<file path="config.mk">
export PLATFORM = sky130hd
export DESIGN_NAME = dtm_top
export DESIGN_NICKNAME = d
export VERILOG_FILES = /design/src/dtm_pkg.sv /design/src/dtm_jtag_tap.sv /design/src/dtm_dmi_scan.sv /design/src/dmi_req_fifo.sv /design/src/dm_reg_bank.sv /design/src/dtm_top.sv
export SDC_FILE = /design/constraint.sdc
export NUM_CORES = 1
export LEC_CHECK = 0
export BUFFER_PORTS_ARGS = -buffer_cell sky130_fd_sc_hd__buf_2
export CAP_MARGIN = 15
export CORE_MARGIN = 3
export CORE_UTILIZATION = 35
export CTS_CLUSTER_SIZE = 25
export DETAILED_ROUTE_END_ITERATION = 10
export PLACE_DENSITY = 0.56
export SLEW_MARGIN = 20
export SYNTH_ARGS = -nofsm -noshare
export SYNTH_HDL_FRONTEND = slang
export SYNTH_SLANG_ARGS = --single-unit
</file>
<file path="constraint.sdc">
create_clock -name tck_i -period 6.05 [get_ports tck_i]
set_clock_uncertainty 0.05 [all_clocks]
set_input_delay 1.815 -clock tck_i [delete_from_list [all_inputs] [get_ports tck_i]]
set_output_delay 1.815 -clock tck_i [all_outputs]
set_load 0.01 [all_outputs]
</file>
<file path="src/dtm_pkg.sv">
// Shared DTM definitions; DMI address width and FIFO depth are fixed, with no per-instance override
`default_nettype none

package dtm_pkg;

  // --------------------------------------------------------------------
  // Sizes and constants
  // --------------------------------------------------------------------
  localparam int unsigned IR_LEN       = 5;
  // Version 1, part 0x0000, manufacturer 0x6D9, bit 0 set as JTAG requires
  localparam logic [31:0] IDCODE_VALUE = 32'h1000_0DB3;
  localparam int unsigned DMI_ABITS    = 7;
  // Address, 32 data bits and 2 op bits
  localparam int unsigned DMI_WIDTH    = DMI_ABITS + 32 + 2;
  localparam logic [3:0]  DTM_VERSION  = 4'd1;
  localparam int unsigned FIFO_DEPTH   = 4;
  localparam int unsigned FIFO_AW      = $clog2(FIFO_DEPTH);
  localparam int unsigned DM_NUM_REGS  = 16;
  localparam int unsigned DM_IDX_W     = $clog2(DM_NUM_REGS);
  // Fixed pattern seen on TDO during Shift-IR, LSBs are 01
  localparam logic [IR_LEN-1:0] IR_CAPTURE = 5'b00101;
  // Response codes share the op bits of a DMI scan
  localparam logic [1:0]  DMI_RESP_SUCCESS = 2'd0;
  localparam logic [1:0]  DMI_RESP_BUSY    = 2'd3;

  // --------------------------------------------------------------------
  // Enums
  // --------------------------------------------------------------------
  typedef enum logic [3:0] {
    TAP_RESET, TAP_IDLE, TAP_SELECT_DR, TAP_CAPTURE_DR,
    TAP_SHIFT_DR, TAP_EXIT1_DR, TAP_PAUSE_DR, TAP_EXIT2_DR,
    TAP_UPDATE_DR, TAP_SELECT_IR, TAP_CAPTURE_IR, TAP_SHIFT_IR,
    TAP_EXIT1_IR, TAP_PAUSE_IR, TAP_EXIT2_IR, TAP_UPDATE_IR
  } tap_state_e;

  typedef enum logic [IR_LEN-1:0] {
    BYPASS0   = 5'h00,
    IDCODE    = 5'h01,
    DTMCS     = 5'h10,
    DMIACCESS = 5'h11,
    BYPASS1   = 5'h1F
  } ir_e;

  // Op code 3 is reserved and never pushed
  typedef enum logic [1:0] {
    NOP   = 2'd0,
    READ  = 2'd1,
    WRITE = 2'd2
  } dmi_op_e;

  // --------------------------------------------------------------------
  // Bundles
  // --------------------------------------------------------------------
  // Field order matches the DMI scan layout, address in the MSBs
  typedef struct packed {
    logic [DMI_ABITS-1:0] addr;
    logic [31:0]          data;
    dmi_op_e              op;
  } dmi_req_t;

  typedef struct packed {
    logic [31:0] data;
    logic [1:0]  resp;
  } dmi_resp_t;

  // TAP strobes toward the scan registers, valid for one TCK cycle
  typedef struct packed {
    logic capture_dr;
    logic shift_dr;
    logic update_dr;
    logic test_logic_reset;
    logic dtmcs_sel;
    logic dmi_sel;
  } tap_ctrl_t;

endpackage

`default_nettype wire

</file>
<file path="src/dtm_jtag_tap.sv">
// JTAG TAP, single TCK domain; TDO uses a plain negedge flop, no DFT clock inverter or test mode
`default_nettype none
`timescale 1ns/1ps

module dtm_jtag_tap (
  input  logic               tck_i,
  input  logic               trst_ni,
  input  logic               tms_i,
  input  logic               td_i,
  // LSB of the selected DTMCS or DMI register
  input  logic               scan_tdo_i,
  output dtm_pkg::tap_ctrl_t tap_ctrl_o,
  output logic               td_o,
  output logic               tdo_oe_o
);

  import dtm_pkg::*;

  tap_state_e        state_q, state_d;
  logic              capture_ir, shift_ir, update_ir;
  logic              capture_dr, shift_dr, update_dr;
  logic              tlr;
  logic [IR_LEN-1:0] ir_sr_q;
  ir_e               ir_q;
  logic [31:0]       idcode_q;
  logic              bypass_q;
  logic              idcode_sel, bypass_sel, dtmcs_sel, dmi_sel;
  logic              tdo_mux;

  // --------------------------------------------------------------------
  // TAP state machine
  // --------------------------------------------------------------------
  always_comb begin
    unique case (state_q)
      TAP_RESET:      state_d = tms_i ? TAP_RESET     : TAP_IDLE;
      TAP_IDLE:       state_d = tms_i ? TAP_SELECT_DR : TAP_IDLE;
      // DR column
      TAP_SELECT_DR:  state_d = tms_i ? TAP_SELECT_IR : TAP_CAPTURE_DR;
      TAP_CAPTURE_DR: state_d = tms_i ? TAP_EXIT1_DR  : TAP_SHIFT_DR;
      TAP_SHIFT_DR:   state_d = tms_i ? TAP_EXIT1_DR  : TAP_SHIFT_DR;
      TAP_EXIT1_DR:   state_d = tms_i ? TAP_UPDATE_DR : TAP_PAUSE_DR;
      TAP_PAUSE_DR:   state_d = tms_i ? TAP_EXIT2_DR  : TAP_PAUSE_DR;
      TAP_EXIT2_DR:   state_d = tms_i ? TAP_UPDATE_DR : TAP_SHIFT_DR;
      TAP_UPDATE_DR:  state_d = tms_i ? TAP_SELECT_DR : TAP_IDLE;
      // IR column
      TAP_SELECT_IR:  state_d = tms_i ? TAP_RESET     : TAP_CAPTURE_IR;
      TAP_CAPTURE_IR: state_d = tms_i ? TAP_EXIT1_IR  : TAP_SHIFT_IR;
      TAP_SHIFT_IR:   state_d = tms_i ? TAP_EXIT1_IR  : TAP_SHIFT_IR;
      TAP_EXIT1_IR:   state_d = tms_i ? TAP_UPDATE_IR : TAP_PAUSE_IR;
      TAP_PAUSE_IR:   state_d = tms_i ? TAP_EXIT2_IR  : TAP_PAUSE_IR;
      TAP_EXIT2_IR:   state_d = tms_i ? TAP_UPDATE_IR : TAP_SHIFT_IR;
      TAP_UPDATE_IR:  state_d = tms_i ? TAP_SELECT_DR : TAP_IDLE;
      default:        state_d = TAP_RESET;
    endcase
  end

  always_ff @(posedge tck_i, negedge trst_ni) begin
    if (!trst_ni) begin
      state_q <= TAP_RESET;
    end else begin
      state_q <= state_d;
    end
  end

  // Strobes act at the rising edge that ends their state
  assign tlr        = (state_q == TAP_RESET);
  assign capture_ir = (state_q == TAP_CAPTURE_IR);
  assign shift_ir   = (state_q == TAP_SHIFT_IR);
  assign update_ir  = (state_q == TAP_UPDATE_IR);
  assign capture_dr = (state_q == TAP_CAPTURE_DR);
  assign shift_dr   = (state_q == TAP_SHIFT_DR);
  assign update_dr  = (state_q == TAP_UPDATE_DR);

  // --------------------------------------------------------------------
  // Instruction register
  // --------------------------------------------------------------------
  always_ff @(posedge tck_i, negedge trst_ni) begin
    if (!trst_ni) begin
      ir_sr_q <= '0;
      ir_q    <= IDCODE;
    end else if (tlr) begin
      ir_sr_q <= '0;
      ir_q    <= IDCODE;
    end else begin
      if (capture_ir) begin
        ir_sr_q <= IR_CAPTURE;
      end else if (shift_ir) begin
        // TDI enters at the MSB, LSB leaves first
        ir_sr_q <= {td_i, ir_sr_q[IR_LEN-1:1]};
      end
      // Unlisted codes are kept and decode to BYPASS below
      if (update_ir) begin
        ir_q <= ir_e'(ir_sr_q);
      end
    end
  end

  // Data register select
  always_comb begin
    idcode_sel = 1'b0;
    bypass_sel = 1'b0;
    dtmcs_sel  = 1'b0;
    dmi_sel    = 1'b0;
    unique case (ir_q)
      IDCODE:    idcode_sel = 1'b1;
      DTMCS:     dtmcs_sel  = 1'b1;
      DMIACCESS: dmi_sel    = 1'b1;
      // BYPASS0, BYPASS1 and any unknown code
      default:   bypass_sel = 1'b1;
    endcase
  end

  // --------------------------------------------------------------------
  // IDCODE and BYPASS data registers
  // --------------------------------------------------------------------
  always_ff @(posedge tck_i, negedge trst_ni) begin
    if (!trst_ni) begin
      idcode_q <= IDCODE_VALUE;
      bypass_q <= 1'b0;
    end else if (tlr) begin
      idcode_q <= IDCODE_VALUE;
      bypass_q <= 1'b0;
    end else begin
      if (capture_dr && idcode_sel) begin
        idcode_q <= IDCODE_VALUE;
      end else if (shift_dr && idcode_sel) begin
        idcode_q <= {td_i, idcode_q[31:1]};
      end
      // One-bit path, captures 0 so the first bit out is 0
      if (capture_dr && bypass_sel) begin
        bypass_q <= 1'b0;
      end else if (shift_dr && bypass_sel) begin
        bypass_q <= td_i;
      end
    end
  end

  // --------------------------------------------------------------------
  // TDO
  // --------------------------------------------------------------------
  always_comb begin
    if (shift_ir) begin
      tdo_mux = ir_sr_q[0];
    end else if (idcode_sel) begin
      tdo_mux = idcode_q[0];
    end else if (dtmcs_sel || dmi_sel) begin
      tdo_mux = scan_tdo_i;
    end else begin
      tdo_mux = bypass_q;
    end
  end

  // Falling edge, so the probe samples stable data on the next rise
  always_ff @(negedge tck_i, negedge trst_ni) begin
    if (!trst_ni) begin
      td_o     <= 1'b0;
      tdo_oe_o <= 1'b0;
    end else begin
      td_o     <= tdo_mux;
      tdo_oe_o <= shift_ir | shift_dr;
    end
  end

  // Control bundle toward the scan registers
  always_comb begin
    tap_ctrl_o.capture_dr       = capture_dr;
    tap_ctrl_o.shift_dr         = shift_dr;
    tap_ctrl_o.update_dr        = update_dr;
    tap_ctrl_o.test_logic_reset = tlr;
    tap_ctrl_o.dtmcs_sel        = dtmcs_sel;
    tap_ctrl_o.dmi_sel          = dmi_sel;
  end

endmodule

`default_nettype wire

</file>
<file path="src/dtm_dmi_scan.sv">
// DTMCS and DMI scan registers; dmihardreset is not implemented and reads 0, no idle cycles needed
`default_nettype none
`timescale 1ns/1ps

module dtm_dmi_scan (
  input  logic               tck_i,
  input  logic               trst_ni,
  input  logic               td_i,
  input  dtm_pkg::tap_ctrl_t tap_ctrl_i,
  output logic               scan_tdo_o,
  // Request side, toward the FIFO
  input  logic               full_i,
  output logic               req_push_o,
  output dtm_pkg::dmi_req_t  req_o,
  // Response side, from the register bank
  input  logic               resp_valid_i,
  input  dtm_pkg::dmi_resp_t resp_i
);

  import dtm_pkg::*;

  logic [31:0]          dtmcs_sr_q;
  logic [DMI_WIDTH-1:0] dmi_sr_q;
  logic [DMI_ABITS-1:0] last_addr_q;
  dmi_resp_t            resp_q;
  logic                 sticky_q;
  logic [31:0]          dtmcs_capture;
  logic [1:0]           resp_code;
  dmi_op_e              scan_op;
  logic                 dmi_update;
  logic                 dmi_reset;

  // --------------------------------------------------------------------
  // Decode
  // --------------------------------------------------------------------
  assign scan_op = dmi_op_e'(dmi_sr_q[1:0]);

  // NOP and the reserved op leave the FIFO alone
  assign dmi_update = tap_ctrl_i.update_dr & tap_ctrl_i.dmi_sel &
                      ((scan_op == READ) | (scan_op == WRITE));
  assign req_push_o = dmi_update & ~full_i;

  assign req_o.addr = dmi_sr_q[DMI_WIDTH-1 -: DMI_ABITS];
  assign req_o.data = dmi_sr_q[DMI_WIDTH-DMI_ABITS-1:2];
  assign req_o.op   = scan_op;

  // dmireset is bit 16 of the value shifted in
  assign dmi_reset = tap_ctrl_i.update_dr & tap_ctrl_i.dtmcs_sel & dtmcs_sr_q[16];

  // dmistat mirrors the sticky flag, 0 or 3
  assign dtmcs_capture = {14'd0, 1'b0, 1'b0, 1'b0, 3'd1, {2{sticky_q}},
                          6'(DMI_ABITS), DTM_VERSION};

  assign resp_code = sticky_q ? DMI_RESP_BUSY : resp_q.resp;

  assign scan_tdo_o = tap_ctrl_i.dtmcs_sel ? dtmcs_sr_q[0] : dmi_sr_q[0];

  // --------------------------------------------------------------------
  // Shift registers
  // --------------------------------------------------------------------
  always_ff @(posedge tck_i, negedge trst_ni) begin
    if (!trst_ni) begin
      dtmcs_sr_q <= '0;
      dmi_sr_q   <= '0;
    end else begin
      if (tap_ctrl_i.dtmcs_sel) begin
        if (tap_ctrl_i.capture_dr) begin
          dtmcs_sr_q <= dtmcs_capture;
        end else if (tap_ctrl_i.shift_dr) begin
          dtmcs_sr_q <= {td_i, dtmcs_sr_q[31:1]};
        end
      end
      if (tap_ctrl_i.dmi_sel) begin
        // Capture shows the previous access and its result
        if (tap_ctrl_i.capture_dr) begin
          dmi_sr_q <= {last_addr_q, resp_q.data, resp_code};
        end else if (tap_ctrl_i.shift_dr) begin
          dmi_sr_q <= {td_i, dmi_sr_q[DMI_WIDTH-1:1]};
        end
      end
    end
  end

  // --------------------------------------------------------------------
  // Response holding and sticky busy
  // --------------------------------------------------------------------
  always_ff @(posedge tck_i, negedge trst_ni) begin
    if (!trst_ni) begin
      last_addr_q <= '0;
      resp_q      <= '0;
    end else begin
      if (dmi_update) begin
        last_addr_q <= req_o.addr;
      end
      if (resp_valid_i) begin
        resp_q <= resp_i;
      end
    end
  end

  // Overflow sets, dmireset or Test-Logic-Reset clears
  always_ff @(posedge tck_i, negedge trst_ni) begin
    if (!trst_ni) begin
      sticky_q <= 1'b0;
    end else if (tap_ctrl_i.test_logic_reset || dmi_reset) begin
      sticky_q <= 1'b0;
    end else if (dmi_update && full_i) begin
      sticky_q <= 1'b1;
    end
  end

endmodule

`default_nettype wire

</file>
<file path="src/dmi_req_fifo.sv">
// DMI request FIFO; a push while full or a pop while empty is dropped, depth must be a power of two
`default_nettype none
`timescale 1ns/1ps

module dmi_req_fifo (
  input  logic              tck_i,
  input  logic              trst_ni,
  input  logic              clear_i,
  input  logic              push_i,
  input  dtm_pkg::dmi_req_t req_i,
  input  logic              pop_i,
  output dtm_pkg::dmi_req_t req_o,
  output logic              empty_o,
  output logic              full_o
);

  import dtm_pkg::*;

  dmi_req_t           mem_q [FIFO_DEPTH];
  logic [FIFO_AW-1:0] wr_ptr_q, rd_ptr_q;
  logic [FIFO_AW:0]   count_q;
  logic               do_push, do_pop;

  assign empty_o = (count_q == '0);
  assign full_o  = (count_q == (FIFO_AW+1)'(FIFO_DEPTH));
  assign do_push = push_i & ~full_o;
  assign do_pop  = pop_i & ~empty_o;

  // Head entry is visible without a pop
  assign req_o = mem_q[rd_ptr_q];

  // Pointers wrap naturally at the power-of-two depth
  always_ff @(posedge tck_i, negedge trst_ni) begin
    if (!trst_ni) begin
      wr_ptr_q <= '0;
      rd_ptr_q <= '0;
      count_q  <= '0;
    end else if (clear_i) begin
      wr_ptr_q <= '0;
      rd_ptr_q <= '0;
      count_q  <= '0;
    end else begin
      if (do_push) begin
        wr_ptr_q <= wr_ptr_q + 1'b1;
      end
      if (do_pop) begin
        rd_ptr_q <= rd_ptr_q + 1'b1;
      end
      unique case ({do_push, do_pop})
        2'b10:   count_q <= count_q + 1'b1;
        2'b01:   count_q <= count_q - 1'b1;
        default: ;
      endcase
    end
  end

  // Storage
  always_ff @(posedge tck_i) begin
    if (do_push) begin
      mem_q[wr_ptr_q] <= req_i;
    end
  end

endmodule

`default_nettype wire

</file>
<file path="src/dm_reg_bank.sv">
// Debug-module stand-in with 16 plain registers; no abstract commands, hart control or bus access
`default_nettype none
`timescale 1ns/1ps

module dm_reg_bank (
  input  logic               tck_i,
  input  logic               trst_ni,
  input  logic               halt_i,
  input  logic               empty_i,
  input  dtm_pkg::dmi_req_t  req_i,
  output logic               pop_o,
  output logic               resp_valid_o,
  output dtm_pkg::dmi_resp_t resp_o
);

  import dtm_pkg::*;

  logic [31:0]         regs_q [DM_NUM_REGS];
  logic                in_range;
  logic [DM_IDX_W-1:0] idx;
  logic [31:0]         rdata;

  // One entry per cycle unless held off
  assign pop_o = ~empty_i & ~halt_i;

  // Addresses above the bank read 0
  assign in_range = (req_i.addr < DMI_ABITS'(DM_NUM_REGS));
  assign idx      = req_i.addr[DM_IDX_W-1:0];
  assign rdata    = in_range ? regs_q[idx] : '0;

  // --------------------------------------------------------------------
  // Register file
  // --------------------------------------------------------------------
  always_ff @(posedge tck_i, negedge trst_ni) begin
    if (!trst_ni) begin
      for (int i = 0; i < DM_NUM_REGS; i++) begin
        regs_q[i] <= '0;
      end
    end else if (pop_o && (req_i.op == WRITE) && in_range) begin
      regs_q[idx] <= req_i.data;
    end
  end

  // --------------------------------------------------------------------
  // Response
  // --------------------------------------------------------------------
  // Valid follows the pop by exactly one cycle
  always_ff @(posedge tck_i, negedge trst_ni) begin
    if (!trst_ni) begin
      resp_valid_o <= 1'b0;
    end else begin
      resp_valid_o <= pop_o;
    end
  end

  // A write returns the old contents; every access succeeds
  always_ff @(posedge tck_i) begin
    if (pop_o) begin
      resp_o.data <= rdata;
      resp_o.resp <= DMI_RESP_SUCCESS;
    end
  end

endmodule

`default_nettype wire

</file>
<file path="src/dtm_top.sv">
// DTM top; single TCK domain, the register bank stands in for a real debug module
`default_nettype none
`timescale 1ns/1ps

module dtm_top (
  input  logic tck_i,
  input  logic trst_ni,
  input  logic tms_i,
  input  logic td_i,
  // Level that stalls the register bank
  input  logic dm_halt_i,
  output logic td_o,
  output logic tdo_oe_o
);

  import dtm_pkg::*;

  tap_ctrl_t tap_ctrl;
  logic      scan_tdo;
  logic      req_push;
  dmi_req_t  scan_req;
  dmi_req_t  fifo_req;
  logic      full;
  logic      empty;
  logic      pop;
  logic      resp_valid;
  dmi_resp_t resp;

  // --------------------------------------------------------------------
  // Producer, TAP and scan registers
  // --------------------------------------------------------------------
  dtm_jtag_tap u_tap (
    .tck_i      (tck_i),
    .trst_ni    (trst_ni),
    .tms_i      (tms_i),
    .td_i       (td_i),
    .scan_tdo_i (scan_tdo),
    .tap_ctrl_o (tap_ctrl),
    .td_o       (td_o),
    .tdo_oe_o   (tdo_oe_o)
  );

  dtm_dmi_scan u_scan (
    .tck_i        (tck_i),
    .trst_ni      (trst_ni),
    .td_i         (td_i),
    .tap_ctrl_i   (tap_ctrl),
    .scan_tdo_o   (scan_tdo),
    .full_i       (full),
    .req_push_o   (req_push),
    .req_o        (scan_req),
    .resp_valid_i (resp_valid),
    .resp_i       (resp)
  );

  // --------------------------------------------------------------------
  // Buffer and consumer
  // --------------------------------------------------------------------
  // Test-Logic-Reset flushes pending requests
  dmi_req_fifo u_fifo (
    .tck_i   (tck_i),
    .trst_ni (trst_ni),
    .clear_i (tap_ctrl.test_logic_reset),
    .push_i  (req_push),
    .req_i   (scan_req),
    .pop_i   (pop),
    .req_o   (fifo_req),
    .empty_o (empty),
    .full_o  (full)
  );

  dm_reg_bank u_bank (
    .tck_i        (tck_i),
    .trst_ni      (trst_ni),
    .halt_i       (dm_halt_i),
    .empty_i      (empty),
    .req_i        (fifo_req),
    .pop_o        (pop),
    .resp_valid_o (resp_valid),
    .resp_o       (resp)
  );

endmodule

`default_nettype wire

</file>
==> results of run 1 <==
## cell families after synthesis
logic type | share of synthesized area
flops | 0.602
compound gates | 0.0578
xor+xnor | 0.00138
fa+ha+maj | 0.00216
mux | 0.248
simple gates | 0.0625
buf+inv | 0.0265
## cells in the mapped netlist, types with 33 or more instances
cell type,count
nor2_1,223
dfrtp_1,670
buf_2,71
edfxtp_1,196
mux2_2,419
nand2_1,227
o21ai_0,196
nor2b_1,35
clkbuf_1,121
mux2_1,97
a211oi_1,33
mux4_2,37
a21oi_1,36
mux2i_1,237
## power groups by stage
stage	Sequential, mW	Clock, mW	Combinational, mW
after CTS	7.34	6.05	3.56
final	7.35	5.89	3.54
after global routing	7.44	6.29	3.86
after floorplan	7.20	0	2.70
after detailed placement	7.45	0	3.55
after global placement	7.41	0	3.45
## per-stage QoR
stage           util  power [mW]  std cells  instance area, µm²  hold slack (ns)
6_report       0.399        16.8       4296               43000            0.410
5_1_grt        0.399        17.6       4296               43000            0.436
4_1_cts        0.399        16.9       4294               42900            0.412
3_5_place_dp   0.369        11.0       4118               39700            0.402
3_3_place_gp   0.369        10.9       4118               39700            0.400
2_1_floorplan      -        9.90       2861               38200            0.392
## sequential cells by signal (all words and copies together) (netlist names)
register             flops
u_tap.tdo_oe_o           1
u_fifo.mem_q           164
u_tap.bypass_q           1
u_scan.last_addr_q       7
u_bank.resp_valid_o      1
u_scan.sticky_q          1
u_bank.regs_q          512
u_scan.resp_q           32
u_fifo.rd_ptr_q          2
u_fifo.wr_ptr_q          2
u_tap.ir_sr_q            5
u_tap.ir_q               5
u_scan.req_o            41
u_tap.idcode_q          32
u_bank.resp_o           32
u_fifo.count_q           3
u_tap.state_q            4
u_tap.td_o               1
u_scan.dtmcs_sr_q       32
## routing by layer
layer,GRT usage,vias up,share of wire
met1,0.210,11800,0.44
met3,0.0246,142,0.037
met2,0.280,402,0.49
met4,0.0518,0,0.027
met5,0,-,0
li1,-,10200,-
## placed cells by master, fill, tap and decap left out, types with 5 or more instances in the layout
master	instances
inv_1	17
buf_12	5
nand3_1	8
dfstp_2	10
mux2i_1	237
buf_4	61
ha_1	5
a21oi_1	34
a311o_1	32
nor3_1	11
nor2_1	220
dfrtp_1	668
buf_2	5
clkbuf_1	28
a211oi_1	33
o21ai_0	196
clkinv_1	10
edfxtp_1	196
nor2b_1	34
clkbuf_16	100
mux2_2	419
a22o_1	6
nor3_4	6
clkinv_2	12
a41oi_1	32
mux4_2	35
nor3_2	7
or3_1	7
mux2_1	97
mux2_4	30
bufinv_16	9
nand2_1	226
o22ai_1	6
clkbuf_8	13
## worst max-delay path by stage
stage	from	to	slack [ns]	cells past startpoint
final	u_tap.tdo_oe_o	tdo_oe_o	0.03	1
after global routing	u_tap.tdo_oe_o	tdo_oe_o	-0.001	1
after CTS	u_tap.tdo_oe_o	tdo_oe_o	-0.006	1
after detailed placement	u_tap.tdo_oe_o	tdo_oe_o	0.65	1
after global placement	u_tap.tdo_oe_o	tdo_oe_o	0.62	1
after floorplan	u_tap.td_o	td_o	0.75	0
## cell type report
| class | instances | area [µm²] | share of cell area |
|---|---|---|---|
| flip-flops and latches | 878 | 23000 | 0.535 |
| multi-input cells | 1746 | 14300 | 0.334 |
| clock buffers | 141 | 2790 | 0.0649 |
| well taps | 1403 | 1760 | 0.0409 |
| repair buffers | 74 | 624 | 0.0145 |
| clock inverters | 35 | 408 | 0.00950 |
| inverters | 19 | 72.6 | 0.00169 |
==> summary.md, run 1 <==
| Metric | Value |
|---|---|
| Slowest CP cell | dfrtn_1 |
| Starting DRT DRC Count | about 1300 |
| Post-Syn Area | 38200 µm² |
| Reg-to-Reg Start | u_tap.state_q[3] |
| Final Max Slew Viols | 0 |
| Final WS setup | about 0.03 ns |
| Slew headroom | 0.306 |
| R2r setup slk | 1.07 ns |
| Buf/Inv on CP | 1 |
| Port Buf Inserts | 6 |
| DP HPWL | 50.8 mm |
| Crit path cell chain | buf_2 |
| Min-delay src | u_tap.idcode_q[11] |
| Worst Path Arrival | 4.16 ns |
| Layout cell share with drive strength beyond 1 | 0.257 |
| Place WS | 0.651 ns |
| Critical path required time | 4.18 ns |
| # nets final | 2825 |
| Clock Sinks | 878 |
| Routed WL | 91.1 mm |
| CORE AREA | 108000 µm² |
| Routed wire per std cell | 21.2 µm |
| Final setup vio count | 0 |
| Max-Cap Viols | 0 |
| H-tree depth | 3 |
| Hold EP | u_tap.idcode_q[11] |
| Full die area | 113000 µm² |
| Unique masters post-synth | 54 |
| Gr ovfl total | 0 |
| Worst slew pin tran | 1.04 ns |
| FF-to-FF path depth | 5 |
| Synth-to-Final Area Change | 12.5% |
| Crit path max fanout | 1 |
| DRC Markers | 0 |
| Die X | 336 µm |
| End of the worst register-to-register path | u_tap.td_o |
| Clk network pwr share | 0.351 |
| Synth top area cells | dfrtp_1 (44%), edfxtp_1 (15%), mux2_2 (12%), mux2i_1 (6.2%), mux2_1 (2.9%) |
| Hold Path Stages | 2 |
| Crit path kind | register to output pin |
| Top_reg_cell synth | dfrtp_1 |
| Clk slew on worst S/H paths | 0.06 ns |
| Worst setup EP type | output pin |
| Synthesized net count | 2872 |
| Fin. Hold Viols | 0 |
| Largest area contributor in the netlist | dfrtp_1 |
| Part of the power in combinational logic | 0.211 |
| DRT Pass-1 Iters | 5 |
| Sequential power share | 0.438 |
| Fillers | 9794 |
| Lkg Pwr | 19.0 nW |
| Via count | around 23000 |
| CP top delay family | flip-flops |
| #FFs+latches synth | 878 |
| Register area share after synthesis | 0.602 |
| CTS Buffer Depth | 3 |
| Yosys warns | 0 |
| Setup tns final | 0 ns |
| EDFF count, synth | 196 |
| HP Class | register to register |
| Outcome | complete, no violations |
| Power Dens Cells | 390 nW/µm² |
| Gpl congestion | 0.722 |
| Ports | 7 |
| Starting Density | 0.355 |
| Avg Inst Size Synth | approximately 13 µm² |
| Worst-Skew Late Latency | roughly 0.65 ns |
| Vias in the first global route | 23800 |
| Net switching power | 4.94 mW |
| Ant diodes | 0 |
| Internal | 11.8 mW |
| First-pass GRT wire length | 142 mm |
| RSZ-0062 raised after global routing | true |
| Vias/cell | 5.25 |
| Maximum vdd drop | 0.299 mV |
| Ys async rst share | 0.777 |
| GR Util All Layers | 0.162 |
| Post_cts resized | 0 |
| CTS root buffer | clkbuf_16 |
| CTS tree | yes |
| Crit path launch type | register |
| Largest stage delay on the critical path | 0.39 ns |
| Setup bufs post-CTS | 0 |
| Largest net degree at the start of global routing | 185 |
| Yosys top cell area share | 0.439 |
| Row cnt | 120 |
| Hold-fix buffer count after cts | 0 |
| Syn Inst Count | 2861 |
| Final ANT Viol Nets | 0 |
| Switch share | 0.295 |
| Num CTS Buffers | 95 |
| Initial antenna violation count | 1 |
| Die Height | 336 µm |
No activity file was read; power rests on OpenSTA's default activity.
==> run 2, diff against run 1 <==
--- a/config.mk
+++ b/config.mk
@@ -11,7 +11,7 @@
 export CORE_UTILIZATION = 35
 export CTS_CLUSTER_SIZE = 25
 export DETAILED_ROUTE_END_ITERATION = 10
-export PLACE_DENSITY = 0.56
+export PLACE_DENSITY_LB_ADDON = 0.25
 export SLEW_MARGIN = 20
 export SYNTH_ARGS = -nofsm -noshare
 export SYNTH_HDL_FRONTEND = slang
==> summary.md, run 2 (same netlist as run 1, synthesis figures left out) <==
| Metric | Value |
|---|---|
| Ports | 7 (unchanged) |
| Crit path cell chain | buf_2 |
| Buf/Inv on CP | 1 (unchanged) |
| Critical path required time | 4.18 ns (about the same) |
| Max-Cap Viols | 0 (unchanged) |
| R2r setup slk | 1.10 ns (+0.03 ns) |
| Post-Layout Inst Area | 43000 µm² (about the same) |
| Initial antenna violation count | 0 (-1) |
| Crit path max fanout | 1 (unchanged) |
| Layout cell share with drive strength beyond 1 | 0.258 (+0.00129) |
| Hold Path Stages | 2 (unchanged) |
| Gr ovfl total | 0 (unchanged) |
| Gpl congestion | 0.764 (+5.9%) |
| Power Dens Cells | 392 nW/µm² (+0.34%) |
| FF-to-FF path depth | 5 (unchanged) |
| Num CTS Buffers | 96 (+1.1%) |
| # nets final | 2822 (-0.11%) |
| Vias in the first global route | 23900 (+0.29%) |
| DRC Markers | 0 (unchanged) |
| Fillers | 9804 (+0.10%) |
| Most frequent cells in the layout | dfrtp_1 (668), mux2_2 (419), mux2i_1 (237), nand2_1 (226), nor2_1 (220) |
| Worst slew pin tran | 0.985 ns (-0.0553 ns) |
| Hold-fix buffer count after cts | 0 (unchanged) |
| FF+latch area | 23000 µm² (unchanged) |
| Reg-to-Reg Start | u_tap.state_q[3] |
| CTS tree | yes |
| Non-filler cells, final | 4297 (+0.023%) |
| Most common cell after layout, fill and taps aside | dfrtp_1 |
| CORE AREA | 108000 µm² (unchanged) |
| Largest stage delay on the critical path | 0.39 ns (about the same) |
| Crit path kind | register to output pin |
| CTS root buffer | clkbuf_16 |
| Starting Density | 0.355 (unchanged) |
| Final Max Slew Viols | 0 (unchanged) |
| Starting DRT DRC Count | 1444 (+11%) |
| Worst Path Arrival | 4.17 ns (about the same) |
| Setup bufs post-CTS | 0 (unchanged) |
| Crit path launch type | register |
| CP top delay family | flip-flops |
| HP Class | register to register |
| Slew headroom | 0.343 (+0.0369) |
| Min-delay src | u_tap.idcode_q[5] |
| Max FFs per register | 512 (unchanged) |
| Port Buf Inserts | 6 (unchanged) |
| Area post-placement | 39800 µm² (about the same) |
| First-pass GRT wire length | 148 mm (+4.0%) |
| Clock Sinks | 878 (unchanged) |
| Worst setup EP type | output pin |
| Die Height | 336 µm (unchanged) |
| Lkg Pwr | 19.0 nW (about the same) |
| Slowest CP cell | dfrtn_1 |
| Full die area | 113000 µm² (unchanged) |
| End of the worst register-to-register path | u_tap.td_o |
| Row cnt | 120 (unchanged) |
| Vias/cell | 5.29 (+0.83%) |
| Post_cts resized | 0 (unchanged) |
| Final setup vio count | 0 (unchanged) |
| Ant diodes | 0 (unchanged) |
| Outcome | complete, no violations |
| Die X | 336 µm (unchanged) |
| Multi-input gate area | 14300 µm² (about the same) |
| Clk slew on worst S/H paths | 0.05 ns (about the same) |
| Worst-Skew Late Latency | 0.67 ns (+0.02 ns) |
| Top reg by flops | u_bank.regs_q |
| Post-Place Cells | 4115 (-0.073%) |
| H-tree depth | 3 (unchanged) |
| Maximum vdd drop | 0.317 mV (+6.2%) |
| Routed wire per std cell | 22.2 µm (+4.7%) |
| Via count | 22700 (+0.85%) |
| Hold Slack | 0.409 ns (-0.000792 ns) |
| DRT Pass-1 Iters | 4 (-1) |
| RSZ-0062 raised after global routing | true |
| Final ANT Viol Nets | 0 (unchanged) |
| Hold EP | u_tap.idcode_q[5] |
| Routed WL | 95.4 mm (+4.7%) |
| Synth-to-Final Area Change | 12.6% (about the same) |
| CTS Buffer Depth | 3 (unchanged) |
| GR Util All Layers | 0.170 (+0.00778) |
| Largest net degree at the start of global routing | 166 (-10%) |
| DP HPWL | 51.0 mm (+0.42%) |
| Fin. Hold Viols | 0 (unchanged) |
run 2: worst max-delay path by stage:
stage	startpoint	to	slack (ns)	depth (start not counted)
2_1_floorplan	u_tap.td_o	td_o	0.75	0
6_report	u_tap.td_o	td_o	0.02	1
3_3_place_gp	u_tap.td_o	td_o	0.63	1
4_1_cts	u_tap.td_o	td_o	-0.02	1
5_1_grt	u_tap.td_o	td_o	-0.03	1
3_5_place_dp	u_tap.td_o	td_o	0.66	1
run 2: layout make-up:
class | count | share of cell area
clock inverter | 34 | 0.0101
tap | 1403 | 0.0408
inverter | 19 | 0.00169
sequential | 878 | 0.534
clock buffer | 147 | 0.0643
multi-input combinational | 1746 | 0.334
timing repair buffer | 70 | 0.0151
run 2: power breakdown:
group	switching (mW)	internal (mW)
combinational	2.20	1.46
sequential	0.490	6.82
clock	2.44	3.44
total	5.13	11.7
run 2: stage by stage:
stage               setup slack [ns]  TNS, ns   util  total power, mW
floorplan                      0.748        0      -             9.90
global placement               0.635        0  0.369             10.9
global route                 -0.0258  -0.0416  0.399             17.7
CTS                          -0.0206  -0.0216  0.399             17.0
detailed placement             0.655        0  0.369             11.1
finish                        0.0166        0  0.399             16.8
run 2: layer usage:
layer / vias to the layer above / part of all wire / global-route usage
met5: - / 0 / 0
met4: 0 / 0.027 / 0.0515
met3: 160 / 0.037 / 0.0233
met2: 454 / 0.48 / 0.282
met1: 12000 / 0.45 / 0.232
li1: 10100 / - / -
